**config.mk**
```make
export PLATFORM = sky130hd
export DESIGN_NAME = axi_wr_subsys
export DESIGN_NICKNAME = d
export VERILOG_FILES = /design/src/hdl/axi_wr_pkg.sv /design/src/hdl/axi_double_buffer.sv /design/src/hdl/axi_wr_slave.sv /design/src/hdl/axi_wr_regfile.sv /design/src/hdl/axi_wr_subsys.sv
export SDC_FILE = /design/constraint.sdc
export NUM_CORES = 1
export LEC_CHECK = 0
export BUFFER_PORTS_ARGS = -buffer_cell sky130_fd_sc_hd__buf_2
export CAP_MARGIN = 20
export CORE_MARGIN = 2
export CORE_UTILIZATION = 61
export DETAILED_ROUTE_END_ITERATION = 10
export MAX_ROUTING_LAYER = met4
export PLACE_DENSITY = 0.77
export SKIP_CTS_REPAIR_TIMING = 1
export SLEW_MARGIN = 20
export SYNTH_ARGS = -nofsm -noshare
export SYNTH_HDL_FRONTEND = slang
export SYNTH_SLANG_ARGS = --single-unit
```
**constraint.sdc**
```tcl
create_clock -name clk -period 6.2 [get_ports clk]
set_clock_uncertainty 0.1 [all_clocks]
set_input_delay 0.62 -clock clk [delete_from_list [all_inputs] [get_ports clk]]
set_output_delay 0.62 -clock clk [all_outputs]
set_load 0.02 [all_outputs]
```
**src/hdl/axi_wr_pkg.sv**
```systemverilog
//--------------------------------------------------------------------
// single-beat AXI writes only, no strobes, bursts or read channels
// the register bank decodes byte addresses 0 to 63, one word per register
//--------------------------------------------------------------------
package axi_wr_pkg;

  localparam int id_width   = 6;
  localparam int addr_width = 12;
  localparam int data_width = 32;
  localparam int user_width = 6;
  localparam int reg_count  = 16;

  // B response codes, only OKAY and SLVERR are ever returned
  localparam logic [1:0] resp_okay   = 2'b00;
  localparam logic [1:0] resp_slverr = 2'b10;

  // each double buffer reports an entry count of 0 to 2
  localparam int db_status_width = 2;

  typedef struct packed {
    logic [id_width-1:0]   id;
    logic [addr_width-1:0] addr;
    logic [user_width-1:0] user;
  } aw_beat_t;

  typedef struct packed {
    logic [id_width-1:0]   id;
    logic [data_width-1:0] data;
    logic [user_width-1:0] user;
  } w_beat_t;

  typedef struct packed {
    logic [id_width-1:0]   id;
    logic [1:0]            resp;
    logic [user_width-1:0] user;
  } b_beat_t;

endpackage

```
**src/hdl/axi_double_buffer.sv**
```systemverilog
//--------------------------------------------------------------------
// two-entry valid/ready buffer, registered on both in_ready and out_data
// a beat written into an empty buffer is visible one cycle later
//--------------------------------------------------------------------
`timescale 1ns/10ps

module axi_double_buffer #(
  parameter type payload_t = logic
) (
  input  logic                                   clk,
  input  logic                                   rst_n,
  input  logic                                   in_valid,
  output logic                                   in_ready,
  input  payload_t                               in_data,
  output logic                                   out_valid,
  input  logic                                   out_ready,
  output payload_t                               out_data,
  output logic [axi_wr_pkg::db_status_width-1:0] status
);

  import axi_wr_pkg::*;

  logic [db_status_width-1:0] count;
  logic                       full;
  logic                       push;
  logic                       pop;
  payload_t                   head_q;
  payload_t                   skid_q;

  assign full      = (count == db_status_width'(2));
  assign in_ready  = !full;
  assign out_valid = (count != '0);
  assign out_data  = head_q;
  assign status    = count;

  assign push = in_valid && in_ready;
  assign pop  = out_valid && out_ready;

  always_ff @(posedge clk or negedge rst_n) begin
    if (!rst_n) begin
      count <= '0;
    end else if (push && !pop) begin
      count <= count + 1'b1;
    end else if (pop && !push) begin
      count <= count - 1'b1;
    end
  end

  // ------------------------------------------------------------------
  // storage
  // ------------------------------------------------------------------
  // head_q always holds the oldest entry, skid_q catches the second one
  always_ff @(posedge clk) begin
    case (count)
      db_status_width'(0): begin
        if (push) begin
          head_q <= in_data;
        end
      end
      db_status_width'(1): begin
        if (push && pop) begin
          head_q <= in_data;
        end else if (push) begin
          skid_q <= in_data;
        end
      end
      default: begin
        // no push can arrive while full, so only the skid moves up
        if (pop) begin
          head_q <= skid_q;
        end
      end
    endcase
  end

  // ------------------------------------------------------------------
  // assertions
  // ------------------------------------------------------------------
  a_out_stable: assert property (@(posedge clk) disable iff (!rst_n)
    out_valid && !out_ready |=> out_valid && $stable(out_data));

  a_status_max: assert property (@(posedge clk) disable iff (!rst_n)
    status <= db_status_width'(2));

  // a full buffer that is not drained keeps its count and both entries
  a_no_push_full: assert property (@(posedge clk) disable iff (!rst_n)
    full && !out_ready |=> full && $stable(head_q) && $stable(skid_q));

endmodule

```
**src/hdl/axi_wr_slave.sv**
```systemverilog
//--------------------------------------------------------------------
// buffers AW, W and B and offers AW and W to the core only as a pair
// the core may take the two halves in different cycles
//--------------------------------------------------------------------
`timescale 1ns/10ps

module axi_wr_slave (
  input  logic                               clk,
  input  logic                               rst_n,
  input  logic                               awvalid,
  output logic                               awready,
  input  logic [axi_wr_pkg::id_width-1:0]    awid,
  input  logic [axi_wr_pkg::addr_width-1:0]  awaddr,
  input  logic [axi_wr_pkg::user_width-1:0]  awuser,
  input  logic                               wvalid,
  output logic                               wready,
  input  logic [axi_wr_pkg::id_width-1:0]    wid,
  input  logic [axi_wr_pkg::data_width-1:0]  wdata,
  input  logic [axi_wr_pkg::user_width-1:0]  wuser,
  output logic                               bvalid,
  input  logic                               bready,
  output logic [axi_wr_pkg::id_width-1:0]    bid,
  output logic [1:0]                         bresp,
  output logic [axi_wr_pkg::user_width-1:0]  buser,
  output logic                               core_awvalid,
  input  logic                               core_awready,
  output logic [axi_wr_pkg::id_width-1:0]    core_awid,
  output logic [axi_wr_pkg::addr_width-1:0]  core_awaddr,
  output logic [axi_wr_pkg::user_width-1:0]  core_awuser,
  output logic                               core_wvalid,
  input  logic                               core_wready,
  output logic [axi_wr_pkg::id_width-1:0]    core_wid,
  output logic [axi_wr_pkg::data_width-1:0]  core_wdata,
  output logic [axi_wr_pkg::user_width-1:0]  core_wuser,
  input  logic                               core_bvalid,
  output logic                               core_bready,
  input  logic [axi_wr_pkg::id_width-1:0]    core_bid,
  input  logic [1:0]                         core_bresp,
  input  logic [axi_wr_pkg::user_width-1:0]  core_buser,
  output logic [3*axi_wr_pkg::db_status_width-1:0] db_status
);

  import axi_wr_pkg::*;

  aw_beat_t aw_in;
  aw_beat_t aw_head;
  w_beat_t  w_in;
  w_beat_t  w_head;
  b_beat_t  b_in;
  b_beat_t  b_head;

  logic aw_head_valid;
  logic w_head_valid;
  logic pair_pop;
  logic pair_ready;
  logic aw_hs;
  logic w_hs;
  logic aw_taken;
  logic w_taken;

  logic [db_status_width-1:0] aw_status;
  logic [db_status_width-1:0] w_status;
  logic [db_status_width-1:0] b_status;

  assign db_status = {b_status, w_status, aw_status};

  assign aw_in = '{id: awid, addr: awaddr, user: awuser};
  assign w_in  = '{id: wid, data: wdata, user: wuser};
  assign b_in  = '{id: core_bid, resp: core_bresp, user: core_buser};

  axi_double_buffer #(.payload_t(aw_beat_t)) u_aw_db (
    .clk       (clk),
    .rst_n     (rst_n),
    .in_valid  (awvalid),
    .in_ready  (awready),
    .in_data   (aw_in),
    .out_valid (aw_head_valid),
    .out_ready (pair_pop),
    .out_data  (aw_head),
    .status    (aw_status)
  );

  axi_double_buffer #(.payload_t(w_beat_t)) u_w_db (
    .clk       (clk),
    .rst_n     (rst_n),
    .in_valid  (wvalid),
    .in_ready  (wready),
    .in_data   (w_in),
    .out_valid (w_head_valid),
    .out_ready (pair_pop),
    .out_data  (w_head),
    .status    (w_status)
  );

  axi_double_buffer #(.payload_t(b_beat_t)) u_b_db (
    .clk       (clk),
    .rst_n     (rst_n),
    .in_valid  (core_bvalid),
    .in_ready  (core_bready),
    .in_data   (b_in),
    .out_valid (bvalid),
    .out_ready (bready),
    .out_data  (b_head),
    .status    (b_status)
  );

  assign bid   = b_head.id;
  assign bresp = b_head.resp;
  assign buser = b_head.user;

  // ------------------------------------------------------------------
  // AW/W pairing toward the core
  // ------------------------------------------------------------------
  assign pair_ready   = aw_head_valid && w_head_valid;
  assign core_awvalid = pair_ready && !aw_taken;
  assign core_wvalid  = pair_ready && !w_taken;

  assign core_awid   = aw_head.id;
  assign core_awaddr = aw_head.addr;
  assign core_awuser = aw_head.user;
  assign core_wid    = w_head.id;
  assign core_wdata  = w_head.data;
  assign core_wuser  = w_head.user;

  assign aw_hs = core_awvalid && core_awready;
  assign w_hs  = core_wvalid && core_wready;

  // both heads leave together once each half has been taken, now or earlier
  assign pair_pop = pair_ready && (aw_hs || aw_taken) && (w_hs || w_taken);

  always_ff @(posedge clk or negedge rst_n) begin
    if (!rst_n) begin
      aw_taken <= 1'b0;
      w_taken  <= 1'b0;
    end else if (pair_pop) begin
      aw_taken <= 1'b0;
      w_taken  <= 1'b0;
    end else begin
      if (aw_hs) begin
        aw_taken <= 1'b1;
      end
      if (w_hs) begin
        w_taken <= 1'b1;
      end
    end
  end

  // a half taken while its partner is still pending is not offered again
  a_taken_masks_valid: assert property (@(posedge clk) disable iff (!rst_n)
    (aw_hs && !pair_pop |=> !core_awvalid) and
    (w_hs && !pair_pop |=> !core_wvalid));

endmodule

```
**src/hdl/axi_wr_regfile.sv**
```systemverilog
//--------------------------------------------------------------------
// 16 x 32 bit register target, addresses above 63 answer SLVERR
// one AW and one W are held at a time, so a new pair waits for the B beat
//--------------------------------------------------------------------
`timescale 1ns/10ps

module axi_wr_regfile (
  input  logic                              clk,
  input  logic                              rst_n,
  input  logic                              core_awvalid,
  output logic                              core_awready,
  input  logic [axi_wr_pkg::id_width-1:0]   core_awid,
  input  logic [axi_wr_pkg::addr_width-1:0] core_awaddr,
  input  logic [axi_wr_pkg::user_width-1:0] core_awuser,
  input  logic                              core_wvalid,
  output logic                              core_wready,
  input  logic [axi_wr_pkg::id_width-1:0]   core_wid,
  input  logic [axi_wr_pkg::data_width-1:0] core_wdata,
  input  logic [axi_wr_pkg::user_width-1:0] core_wuser,
  output logic                              core_bvalid,
  input  logic                              core_bready,
  output logic [axi_wr_pkg::id_width-1:0]   core_bid,
  output logic [1:0]                        core_bresp,
  output logic [axi_wr_pkg::user_width-1:0] core_buser,
  input  logic [axi_wr_pkg::addr_width-1:0] rd_addr,
  output logic [axi_wr_pkg::data_width-1:0] rd_data
);

  import axi_wr_pkg::*;

  aw_beat_t aw_slot;
  w_beat_t  w_slot;
  b_beat_t  b_q;
  logic     aw_full;
  logic     w_full;
  logic     aw_take;
  logic     w_take;
  logic     b_free;
  logic     fire;
  logic     wr_in_range;
  logic     rd_in_range;

  logic [$clog2(reg_count)-1:0] wr_index;
  logic [$clog2(reg_count)-1:0] rd_index;
  logic [data_width-1:0]        regs [reg_count];

  assign core_awready = !aw_full;
  assign core_wready  = !w_full;
  assign aw_take      = core_awvalid && core_awready;
  assign w_take       = core_wvalid && core_wready;

  // a held B beat leaving this cycle makes room for the next one
  assign b_free = !core_bvalid || core_bready;
  assign fire   = aw_full && w_full && b_free;

  // word index from bits 5:2, anything above the bank is out of range
  assign wr_index    = aw_slot.addr[2 +: $clog2(reg_count)];
  assign wr_in_range = (aw_slot.addr[addr_width-1:2+$clog2(reg_count)] == '0);
  assign rd_index    = rd_addr[2 +: $clog2(reg_count)];
  assign rd_in_range = (rd_addr[addr_width-1:2+$clog2(reg_count)] == '0);

  assign rd_data = rd_in_range ? regs[rd_index] : '0;

  assign core_bid   = b_q.id;
  assign core_bresp = b_q.resp;
  assign core_buser = b_q.user;

  // ------------------------------------------------------------------
  // slot and response control
  // ------------------------------------------------------------------
  always_ff @(posedge clk or negedge rst_n) begin
    if (!rst_n) begin
      aw_full     <= 1'b0;
      w_full      <= 1'b0;
      core_bvalid <= 1'b0;
    end else begin
      if (fire) begin
        aw_full <= 1'b0;
      end else if (aw_take) begin
        aw_full <= 1'b1;
      end
      if (fire) begin
        w_full <= 1'b0;
      end else if (w_take) begin
        w_full <= 1'b1;
      end
      if (fire) begin
        core_bvalid <= 1'b1;
      end else if (core_bready) begin
        core_bvalid <= 1'b0;
      end
    end
  end

  always_ff @(posedge clk) begin
    if (aw_take) begin
      aw_slot <= '{id: core_awid, addr: core_awaddr, user: core_awuser};
    end
    if (w_take) begin
      w_slot <= '{id: core_wid, data: core_wdata, user: core_wuser};
    end
    if (fire) begin
      b_q <= '{id: aw_slot.id, resp: wr_in_range ? resp_okay : resp_slverr,
               user: aw_slot.user};
    end
  end

  // the register bank itself
  always_ff @(posedge clk or negedge rst_n) begin
    if (!rst_n) begin
      for (int i = 0; i < reg_count; i++) begin
        regs[i] <= '0;
      end
    end else if (fire && wr_in_range) begin
      regs[wr_index] <= w_slot.data;
    end
  end

  // the master must pair each AW with the W of the same id
  a_id_match: assert property (@(posedge clk) disable iff (!rst_n)
    fire |-> (w_slot.id == aw_slot.id));

endmodule

```
**src/hdl/axi_wr_subsys.sv**
```systemverilog
//--------------------------------------------------------------------
// AXI write slave in front of the register bank, single-beat writes only
//--------------------------------------------------------------------
`timescale 1ns/10ps

module axi_wr_subsys (
  input  logic                                     clk,
  input  logic                                     rst_n,
  input  logic                                     awvalid,
  output logic                                     awready,
  input  logic [axi_wr_pkg::id_width-1:0]          awid,
  input  logic [axi_wr_pkg::addr_width-1:0]        awaddr,
  input  logic [axi_wr_pkg::user_width-1:0]        awuser,
  input  logic                                     wvalid,
  output logic                                     wready,
  input  logic [axi_wr_pkg::id_width-1:0]          wid,
  input  logic [axi_wr_pkg::data_width-1:0]        wdata,
  input  logic [axi_wr_pkg::user_width-1:0]        wuser,
  output logic                                     bvalid,
  input  logic                                     bready,
  output logic [axi_wr_pkg::id_width-1:0]          bid,
  output logic [1:0]                               bresp,
  output logic [axi_wr_pkg::user_width-1:0]        buser,
  input  logic [axi_wr_pkg::addr_width-1:0]        rd_addr,
  output logic [axi_wr_pkg::data_width-1:0]        rd_data,
  output logic [3*axi_wr_pkg::db_status_width-1:0] db_status
);

  import axi_wr_pkg::*;

  // core side links between the slave and the register bank
  logic                  core_awvalid;
  logic                  core_awready;
  logic [id_width-1:0]   core_awid;
  logic [addr_width-1:0] core_awaddr;
  logic [user_width-1:0] core_awuser;
  logic                  core_wvalid;
  logic                  core_wready;
  logic [id_width-1:0]   core_wid;
  logic [data_width-1:0] core_wdata;
  logic [user_width-1:0] core_wuser;
  logic                  core_bvalid;
  logic                  core_bready;
  logic [id_width-1:0]   core_bid;
  logic [1:0]            core_bresp;
  logic [user_width-1:0] core_buser;

  axi_wr_slave u_slave (
    .clk          (clk),
    .rst_n        (rst_n),
    .awvalid      (awvalid),
    .awready      (awready),
    .awid         (awid),
    .awaddr       (awaddr),
    .awuser       (awuser),
    .wvalid       (wvalid),
    .wready       (wready),
    .wid          (wid),
    .wdata        (wdata),
    .wuser        (wuser),
    .bvalid       (bvalid),
    .bready       (bready),
    .bid          (bid),
    .bresp        (bresp),
    .buser        (buser),
    .core_awvalid (core_awvalid),
    .core_awready (core_awready),
    .core_awid    (core_awid),
    .core_awaddr  (core_awaddr),
    .core_awuser  (core_awuser),
    .core_wvalid  (core_wvalid),
    .core_wready  (core_wready),
    .core_wid     (core_wid),
    .core_wdata   (core_wdata),
    .core_wuser   (core_wuser),
    .core_bvalid  (core_bvalid),
    .core_bready  (core_bready),
    .core_bid     (core_bid),
    .core_bresp   (core_bresp),
    .core_buser   (core_buser),
    .db_status    (db_status)
  );

  axi_wr_regfile u_regfile (
    .clk          (clk),
    .rst_n        (rst_n),
    .core_awvalid (core_awvalid),
    .core_awready (core_awready),
    .core_awid    (core_awid),
    .core_awaddr  (core_awaddr),
    .core_awuser  (core_awuser),
    .core_wvalid  (core_wvalid),
    .core_wready  (core_wready),
    .core_wid     (core_wid),
    .core_wdata   (core_wdata),
    .core_wuser   (core_wuser),
    .core_bvalid  (core_bvalid),
    .core_bready  (core_bready),
    .core_bid     (core_bid),
    .core_bresp   (core_bresp),
    .core_buser   (core_buser),
    .rd_addr      (rd_addr),
    .rd_data      (rd_data)
  );

endmodule

```
# == Yosys cells after proc, flatten, opt, wreduce, memory -nomap -nowiden ==
# Cells that the tools add are included.
# op_classes
addsub,6
mul,0
div_mod_pow,0
order_cmp,3
n_eq_ne,13
n_shift,0
mux,34
bitwise_logic,5
n_reduce_logical,67
# op_table
op,count
$bwmux 512,1
$bmux 32 s4,1
$demux 32 s4,1
$mux 32,4
$mux 38,3
$pmux 38 s2,1
$mux 24,3
$pmux 24 s2,1
$mux 14,3
$pmux 14 s2,1
$logic_and 1x1->1,26
$reduce_bool 2->1,10
$reduce_and 3->1,6
$logic_not 1->1,14
$mux 2,7
$logic_not 6->1,2
$ne 2x2->1 const B,6
$ge 5x5->1 const B,2
$not 4->5,2
$reduce_bool 3->1,3
$mux 1,8
$add 2x1->2 const B,3
$eq 2x1->1 const B,3
$eq 2x2->1 const B,3
other kinds (6),14
# word_totals
ff_bits,739
latchBits,0
mem_bits_rw,0
romBits,0
in_bits,85
out_inout_bits,55
wordCells,174
memories,0

# == Longest topological paths before layout ==
# Gate-level depths: netlist of run 1.
# logic_depth
depth_word,11
mapped_depth,8
mapped_depth_nobuf,8

# == Cells and area by module ==
# A second synthesis of run 1 with hierarchy kept.
# hier_totals
hier_cells,1905
hier_area_um2,32408.6
# modules_own_cells
module,instances,cells_per_inst,area_each_um2,seq_area_each_um2
axi_wr_regfile,1,1565,25645.8,14899.3
axi_double_buffer (u_slave.u_w_db),1,161,3410.8,2692.6
axi_double_buffer (u_slave.u_aw_db),1,99,1960.6,1491.4
axi_double_buffer (u_slave.u_b_db),1,68,1280.0,890.9
axi_wr_slave,1,12,111.4,50.0

# == Least setup slack after synthesis of run 1 ==
# OpenSTA, ideal clock, no wires.
# synth_path
kind,flip-flop to flip-flop
startpoint,register u_slave.u_aw_db.count[0] (netlist: u_slave.u_aw_db.status[0])
endpoint,"register u_regfile.w_slot[10] (netlist name), enable pin"
setup_time_ps,502
arrival_ps,4157
t_required_ps,5598
path_slack_ps,1441
path_stages_with_launch,5
path_buffers,1
synth_period_minus_slack_ps,4759
path_cell_list,dfrtp_1 -> inv_1 -> ha_1 -> clkbuf_1 -> nor4_1
# synth_between
elab_chain_cells,4
# synth_lines
element,line,source
"start, declared",axi_double_buffer.sv:23,logic [db_status_width-1:0] count;
"start signal, assigned",axi_double_buffer.sv:43,count <= count + 1'b1;
"start signal, assigned",axi_double_buffer.sv:45,count <= count - 1'b1;
$reduce_bool 2->1,axi_double_buffer.sv:32,assign out_valid = (count != '0);
$logic_and 1x1->1,axi_wr_slave.sv:114,assign pair_ready = aw_head_valid && w_head_valid;
$logic_and 1x1->1,axi_wr_slave.sv:116,assign core_wvalid = pair_ready && !w_taken;
$logic_and 1x1->1,axi_wr_regfile.sv:50,assign w_take = core_wvalid && core_wready;
named net u_regfile.w_take,axi_wr_regfile.sv:37,logic w_take;
"end signal, assigned",axi_wr_regfile.sv:100,"w_slot <= '{id: core_wid, data: core_wdata, user: core_wuser};"
"end, declared",axi_wr_regfile.sv:32,w_beat_t w_slot;
# The timed path passes the listed nets, and every way through them passes these cells.
# A chain may end at the register's enable or synchronous reset.

# == Worst setup path in the final report of run 1 ==
# layout_path
startpoint,register u_slave.u_b_db.count[0] (netlist: u_slave.u_b_db.status[0])
endpoint,register u_regfile.regs[282] (netlist name)
# layout_between
elab_chain_cells,5
# layout_lines
element,line,source
"start, declared",axi_double_buffer.sv:23,
"start signal, assigned",axi_double_buffer.sv:43,
"start signal, assigned",axi_double_buffer.sv:45,
$eq 2x2->1,axi_double_buffer.sv:30,assign full = (count == db_status_width'(2));
$logic_not 1->1,axi_double_buffer.sv:31,assign in_ready = !full;
$logic_or 1x1->1,axi_wr_regfile.sv:53,assign b_free = !core_bvalid || core_bready;
$logic_and 1x1->1,axi_wr_regfile.sv:54,assign fire = aw_full && w_full && b_free;
$logic_and 1x1->1,axi_wr_regfile.sv:114,end else if (fire && wr_in_range) begin
"end signal, assigned by index",axi_wr_regfile.sv:115,regs[wr_index] <= w_slot.data;
"end, declared",axi_wr_regfile.sv:45,logic [data_width-1:0] regs [reg_count];
# No other way between the ends.

==> impl_metrics.csv, run 1 <==
group,metric,value,unit
drt,drtIter0Drc,1209,
drt,dr.pass1.iters,5,
worst_setup_path,path_cells,"inv_1 -> ha_1 -> nand2_1 -> nand4b_4 -> nor3_4 -> buf_4 -> mux2_2",
final_layout,area_delta_synth_final,12.4,%
sta,setup_tns,0,ps
drt,ant_nets,0,
global_route,use_met2,41.3,%
clock_tree,cts_buffer_depth,3,
worst_setup_path,max_stage_delay,1070,ps
sta,slew_headroom,26.8,%
place,gp_congestion,0.767,
synthesis,ys_seq_area_share,62.1,%
floorplanning,die_w,229,µm
global_route,antenna_found_initial,0,
place,post-place-ws,2440,ps
clock_tree,cts_tree,"yes",
final_layout,layout_common_cells,"mux2_2, dfrtp_1, edfxtp_1",
sta,setup_viol,0,
final_layout,final_common_cell,"mux2_2",
floorplanning,io-pin-count,140,
floorplanning,die_y,229,µm
global_route,busiest_layer,"met2",
global_route,track_usage,26.2,%
synthesis,ys_warn_count,0,
pwr,total_leakage_power,0.0157,µW
synthesis,synth-edff-count,201,
drt,drcViolationCount,0,
sta,tightest_slew,1100,ps
clock_tree,cts_buffers,75,
status,violations,"hold timing",
global_route,use_met3,3.36,%
worst_setup_path,crit_arrival,4080,ps
drt,via_per_inst,6.17,
global_route,grt_pass1_vias,17500,
worst_setup_path,cp_max_fo,20,
worst_setup_path,r2r_cells,7,
worst_setup_path,reg2reg_slack,2520,ps
clock_tree,clock-sinks,724,
final_layout,diodes,0,
worst_setup_path,cp-end-kind,"flop",
floorplanning,core,0.0500,mm²
pwr,ir_worst_vdd,0.495,mV
sta,rsz0062_at_grt,"no",
synthesis,synth-main-ff-cell,"dfrtp_1",
final_layout,drive_above_1_share,50.1,%
hold_path,hp-class,"input pin to async pin",
synthesis,ys_seq_elements,724,
place,dp_hpwl,35200,µm
final_layout,num-nets-final,1987,
floorplanning,num_rows,82,
worst_setup_path,crit_family,"simple AND/OR/NAND/NOR gates",
clock_tree,clock-root-buffer,"clkbuf_16",
synthesis,syn_inst,1776,
sta,hold_ws,-67.2,ps
floorplanning,design.die.area,0.0523,mm²
sta,fin_crit,3680,ps
final_layout,utilization,69.3,%
synthesis,synthesis.area_per_instance,17.3,µm²
drt,routedWlPerCell,24.5,µm
drt,wirelength,64400,µm
run,cap_violations,0,
sta,fmax,272,MHz
place,port_buffers,122,
place,placedCellCount,2480,
final_layout,final_cells,2622,
sta,fin_ws,2520,ps
worst_setup_path,critical_path_class,"flop to flop",
worst_setup_path,worstReg2RegEnd,"u_regfile.regs[282]",
clock_tree,h-tree-depth,3,
global_route,gr-total-overflow,0,
pwr,power_density,375,mW/mm²
clock_tree,clk_pin_slew_worst_paths,60,ps
worst_setup_path,regToRegStartpoint,"u_slave.u_b_db.status[0]",
sta,slew_violations,0,
sta,hold_violations,22,
worst_setup_path,crit_slowest_cell,"nor3_4",
clock_tree,insertion_delay,620,ps
floorplanning,start_util,61.6,%
global_route,grt_pass1_wl,102000,µm
synthesis,async_flop_share,72.2,%
drt,dr_total_vias,16200,
worst_setup_path,cp.required,6600,ps
synthesis,synth_fp_nets,1876,
sta,finalCritPeriodShare,59.4,%
status,outcome,"finished, violations left",
global_route,grtUsageMet1,36.7,%
global_route,grt_max_degree,205,
worst_setup_path,path_buf_inv,2,
synthesis,yosys.cell_types.count,38,
worst_setup_path,worstSetupStartpointType,"flop",
synthesis,syn-cell-area,0.0308,mm²
-- final cells by class --
cell class                      count  area [µm²]
Sequential cell                   724       19100
Fill cell                        3280       15300
Timing Repair Buffer              165        1030
Multi-Input combinational cell    903       11100
Clock buffer                      109        2120
Clock inverter                     31         355
Tap cell                          672         841
Inverter                           18        67.6
-- report_power, final --
group          total [µW]  switching, µW  internal [µW]
clock network        4480           1860           2620
registers            6510            575           5940
logic                1980           1180            800
total               13000           3610           9360
-- registers in the layout, indices dropped and copies added (netlist names), 13 cells and up --
| signal | flops |
|---|---|
| u_slave.u_w_db.out_data | 32 |
| u_regfile.w_slot | 32 |
| u_slave.u_aw_db.skid_q | 22 |
| u_slave.u_aw_db.out_data | 22 |
| u_regfile.regs | 512 |
| u_slave.u_w_db.skid_q | 32 |
| u_slave.u_b_db.skid_q | 13 |
| u_regfile.aw_slot | 22 |
| u_slave.u_b_db.out_data | 13 |
-- cells by family after synthesis --
group | count (synthesis) | synth area share, %
other | 1 | 0.0122
multiplexers | 740 | 31.6
AND/OR/NAND/NOR | 63 | 1.62
buffers and inverters | 149 | 2.28
AO/OA/AOI/OAI | 78 | 1.60
adder cells (fa/ha/maj) | 15 | 0.609
flip-flops | 724 | 62.1
XOR/XNOR | 6 | 0.171
-- worst register-to-register path, cell delays in order, from the launching register on --
cell	delay, ps
dfrtp_1	440
inv_1	90
ha_1	240
nand2_1	140
nand4b_4	520
nor3_4	1080
buf_4	550
mux2_2	400
-- layer usage --
layer | up-vias | part of all wire (%)
met5 | - | 0
met3 | 106 | 4.2
met4 | 0 | 2.2
met2 | 369 | 49
li1 | 6955 | -
met1 | 8753 | 44
-- synthesized netlist by cell type, types with 2 or more instances --
cell | n | share of area, %
nand2_1 | 11 | 0.13
o22ai_1 | 3 | 0.061
edfxtp_1 | 201 | 20
ha_1 | 15 | 0.61
a22oi_1 | 32 | 0.78
inv_1 | 18 | 0.22
o21ai_0 | 35 | 0.57
nor2b_1 | 4 | 0.081
a211oi_1 | 2 | 0.049
mux2i_1 | 33 | 1.1
nor4_2 | 4 | 0.16
mux2_1 | 37 | 1.4
xor2_1 | 3 | 0.085
buf_2 | 28 | 0.46
clkbuf_1 | 67 | 0.82
xnor2_1 | 3 | 0.085
dfrtp_1 | 523 | 42
nor2_1 | 13 | 0.16
nand2b_1 | 5 | 0.10
buf_1 | 7 | 0.085
nor3_1 | 2 | 0.033
or4_1 | 2 | 0.049
nor3_2 | 2 | 0.065
buf_4 | 29 | 0.71
mux2_2 | 542 | 20
mux4_2 | 128 | 9.4
and2_1 | 3 | 0.061
nor4_1 | 4 | 0.081
nor3_4 | 10 | 0.53
a21oi_1 | 2 | 0.033
-- worst max path at each step --
stage	slack [ps]	from	end	cells past startpoint
CTS	2430	rd_addr[2]	rd_data[24]	6
global route	2310	u_slave.u_b_db.status[0]	u_regfile.regs[278]	7
floorplan	1440	u_slave.u_aw_db.status[0]	u_regfile.w_slot[10]	4
global placement	2430	rd_addr[2]	rd_data[24]	6
finish	2520	u_slave.u_b_db.status[0]	u_regfile.regs[282]	7
detailed placement	2440	rd_addr[2]	rd_data[24]	6
-- stage by stage --
| step | cell area [µm²] | power [µW] |
|---|---|---|
| detailed placement | 32100 | 8560 |
| global placement | 32100 | 8430 |
| CTS | 34600 | 13100 |
| floorplan | 30800 | 7760 |
| global route | 34600 | 13500 |
| finish | 34600 | 13000 |
(Power assumes the default switching activity.)
==> run 2: changes to the inputs <==
Settings changed: ABC_AREA set to 1, CORE_UTILIZATION 61 to 62, PLACE_DENSITY 0.77 to 0.78.
Clock period 6.2 ns to 3.8 ns, I/O delays scaled along.
==> impl_metrics.csv, run 2 <==
group,metric,value,unit
drt,met1_length,34600,µm
clock_tree,clock-root-buffer,"clkbuf_16",
synthesis,yosys.area.top_type_share,39.5,%
global_route,grt_pass1_vias,23800,
floorplanning,start_util,62.9,%
pwr,switching_power,6400,µW
sta,slew_headroom,30.6,%
drt,via_per_inst,5.49,
drt,wirelength,80200,µm
synthesis,yosys.area.top_type,"dfrtp_1",
hold_path,hp-class,"input pin to flop",
pwr,swShare,29.5,%
worst_setup_path,critical_path_class,"flop to flop",
final_layout,num-nets-final,3947,
final_layout,area_delta_synth_final,11.4,%
floorplanning,design.die.area,0.0554,mm²
drt,met3_length,6420,µm
drt,drcViolationCount,0,
floorplanning,num_rows,84,
clock_tree,clock-sinks,724,
synthesis,synthTopCellsByCount,"nand2_1, dfrtp_1, inv_1",
sta,finalCritPeriodShare,81.0,%
synthesis,synth_fp_nets,3884,
floorplanning,die_w,235,µm
clock_tree,cts_buffer_depth,3,
drt,routedWlPerCell,17.5,µm
synthesis,ys_seq_area_share,57.7,%
clock_tree,h-tree-depth,3,
global_route,track_usage,30.0,%
sta,fin_crit,3080,ps
worst_setup_path,crit_cells,7,
floorplanning,die_y,235,µm
clock_tree,clk_pin_slew_worst_paths,60,ps
floorplanning,io-pin-count,140,
place,port_buffers,122,
synthesis,ys_warn_count,0,
global_route,grt_max_degree,109,
place,dp_hpwl,42800,µm
final_layout,seq_area,0.0191,mm²
worst_setup_path,cp-end-kind,"flop",
status,outcome,"finished clean",
final_layout,fill_cells,3973,
drt,drtIter0Drc,2885,
clock_tree,insertion_delay,610,ps
worst_setup_path,r2r_cells,7,
final_layout,utilization,70.1,%
final_layout,largest_reg_flops,512,
drt,dr.pass1.iters,5,
drt,ant_nets,0,
sta,slew_violations,0,
sta,setup_viol,0,
worst_setup_path,path_cells,"inv_1 -> ha_1 -> nand2_1 -> and3_2 -> nand3_4 -> nand2_1 -> o21ai_1",
synthesis,ys_top_cells_by_area,"dfrtp_1, edfxtp_1, nand2_1",
worst_setup_path,max_stage_delay,860,ps
pwr,total_leakage_power,0.0167,µW
synthesis,yosys.cell_types.count,29,
run,cap_violations,0,
synthesis,synth-edff-count,201,
worst_setup_path,crit_slowest_cell,"nand3_4",
worst_setup_path,path_common_cell,"nand2_1",
clock_tree,cts_tree,"yes",
hold_path,worstHoldPathCells,4,
pwr,p_clk_share,34.6,%
worst_setup_path,crit_family,"simple AND/OR/NAND/NOR gates",
worst_setup_path,path_buf_inv,1,
pwr,intPower,15300,µW
place,gp_congestion,0.786,
pwr,ir_worst_vdd,0.622,mV
final_layout,layout_common_cells,"nand2_1, dfrtp_1, inv_1",
drt,dr_total_vias,25200,
drt,top_layer,"met4",
global_route,antenna_found_initial,1,
synthesis,syn-cell-area,0.0332,mm²
sta,tightest_slew,1040,ps
worst_setup_path,worstSetupStartpointType,"flop",
sta,hold_violations,0,
sta,setup_tns,0,ps
synthesis,synth-main-ff-cell,"dfrtp_1",
final_layout,multi_input_area,0.0108,mm²
final_layout,top_register,"u_regfile.regs",
floorplanning,core,0.0528,mm²
worst_setup_path,crit_arrival,3430,ps
worst_setup_path,cp.required,4150,ps
pwr,power_density,588,mW/mm²
pwr,pwr-share-comb,18.5,%
global_route,grt_pass1_wl,129000,µm
final_layout,drive_above_1_share,10.7,%
clock_tree,cts_buffers,76,
final_layout,final_common_cell,"nand2_1",
synthesis,async_flop_share,72.2,%
synthesis,ys_seq_elements,724,
sta,hold_ws,178,ps
synthesis,synthesis.area_per_instance,8.77,µm²
drt,dr_wl_met2,37400,µm
pwr,seqPwrFrac,46.9,%
worst_setup_path,cp_max_fo,64,
global_route,gr-total-overflow,0,
synthesis,synth.most_common_cell,"nand2_1",
sta,fmax,325,MHz
sta,rsz0062_at_grt,"no",
synthesis,syn_inst,3784,
## run 2: area by class of cell
| class | instances | share of cell area (%) |
|---|---|---|
| antenna | 2 | 0.0135 |
| clock buffer | 109 | 5.95 |
| clock inverter | 29 | 0.897 |
| inverter | 517 | 5.28 |
| multi-input combinational | 2297 | 29.1 |
| sequential | 724 | 51.7 |
| tap | 688 | 2.33 |
| timing repair buffer | 231 | 4.67 |
## run 2: final timing paths
check                                             from                  endpoint  slack (ps)
min in group asynchronous                        rst_n        u_regfile.regs[98]         200
max reg2reg                   u_slave.u_b_db.status[0]        u_regfile.regs[51]         720
min                                             bready  u_slave.u_b_db.status[0]         180
max                           u_slave.u_b_db.status[0]        u_regfile.regs[51]         720
min reg2reg                u_slave.u_w_db.out_data[14]      u_regfile.w_slot[14]         310
max in group asynchronous                        rst_n       u_regfile.regs[142]        2340
## run 2: cells by family (layout without fill, tap and decap cells)
group	after synthesis	after routing	share of synthesized area [%]
other	1	3	0.0113
DFF	724	724	57.7
buffers and inverters	763	886	9.97
xor gates and xnor gates	6	6	0.158
adders and majority gates	15	15	0.566
muxes	67	67	2.27
AOI/OAI and AO/OA	563	563	8.86
and+or+nand+nor	1645	1645	20.5
## run 2: through the flow
step / total power (µW) / setup WS [ps] / cells / area (µm²)
2_1_floorplan: 12900 / 97.8 / 3784 / 33200
6_report: 21700 / 721 / 4597 / 37000
3_3_place_gp: 14100 / 847 / 4402 / 33900
4_1_cts: 21700 / 766 / 4540 / 36400
3_5_place_dp: 14200 / 848 / 4402 / 33900
5_1_grt: 22700 / 539 / 4596 / 37000
## run 2: power groups by stage
| stage | logic, µW | registers [µW] | clock network (µW) |
|---|---|---|---|
| 2_1_floorplan | 2690 | 10200 | 0 |
| 3_3_place_gp | 3840 | 10200 | 0 |
| 3_5_place_dp | 3930 | 10300 | 0 |
| 5_1_grt | 4490 | 10300 | 7920 |
| 6_report | 4020 | 10200 | 7530 |
| 4_1_cts | 3960 | 10200 | 7580 |
## run 2: per-layer routing
| metal | GRT usage (%) | vias up |
|---|---|---|
| li1 | - | 12100 |
| met1 | 41.6 | 12100 |
| met2 | 46.3 | 871 |
| met3 | 4.95 | 144 |
| met4 | 8.61 | 0 |
| met5 | - | - |
## run 2: tightest hold or removal path: stages
cell,delay (ps)
buf_2,120
nand2_1,90
ha_1,180
xnor2_1,70
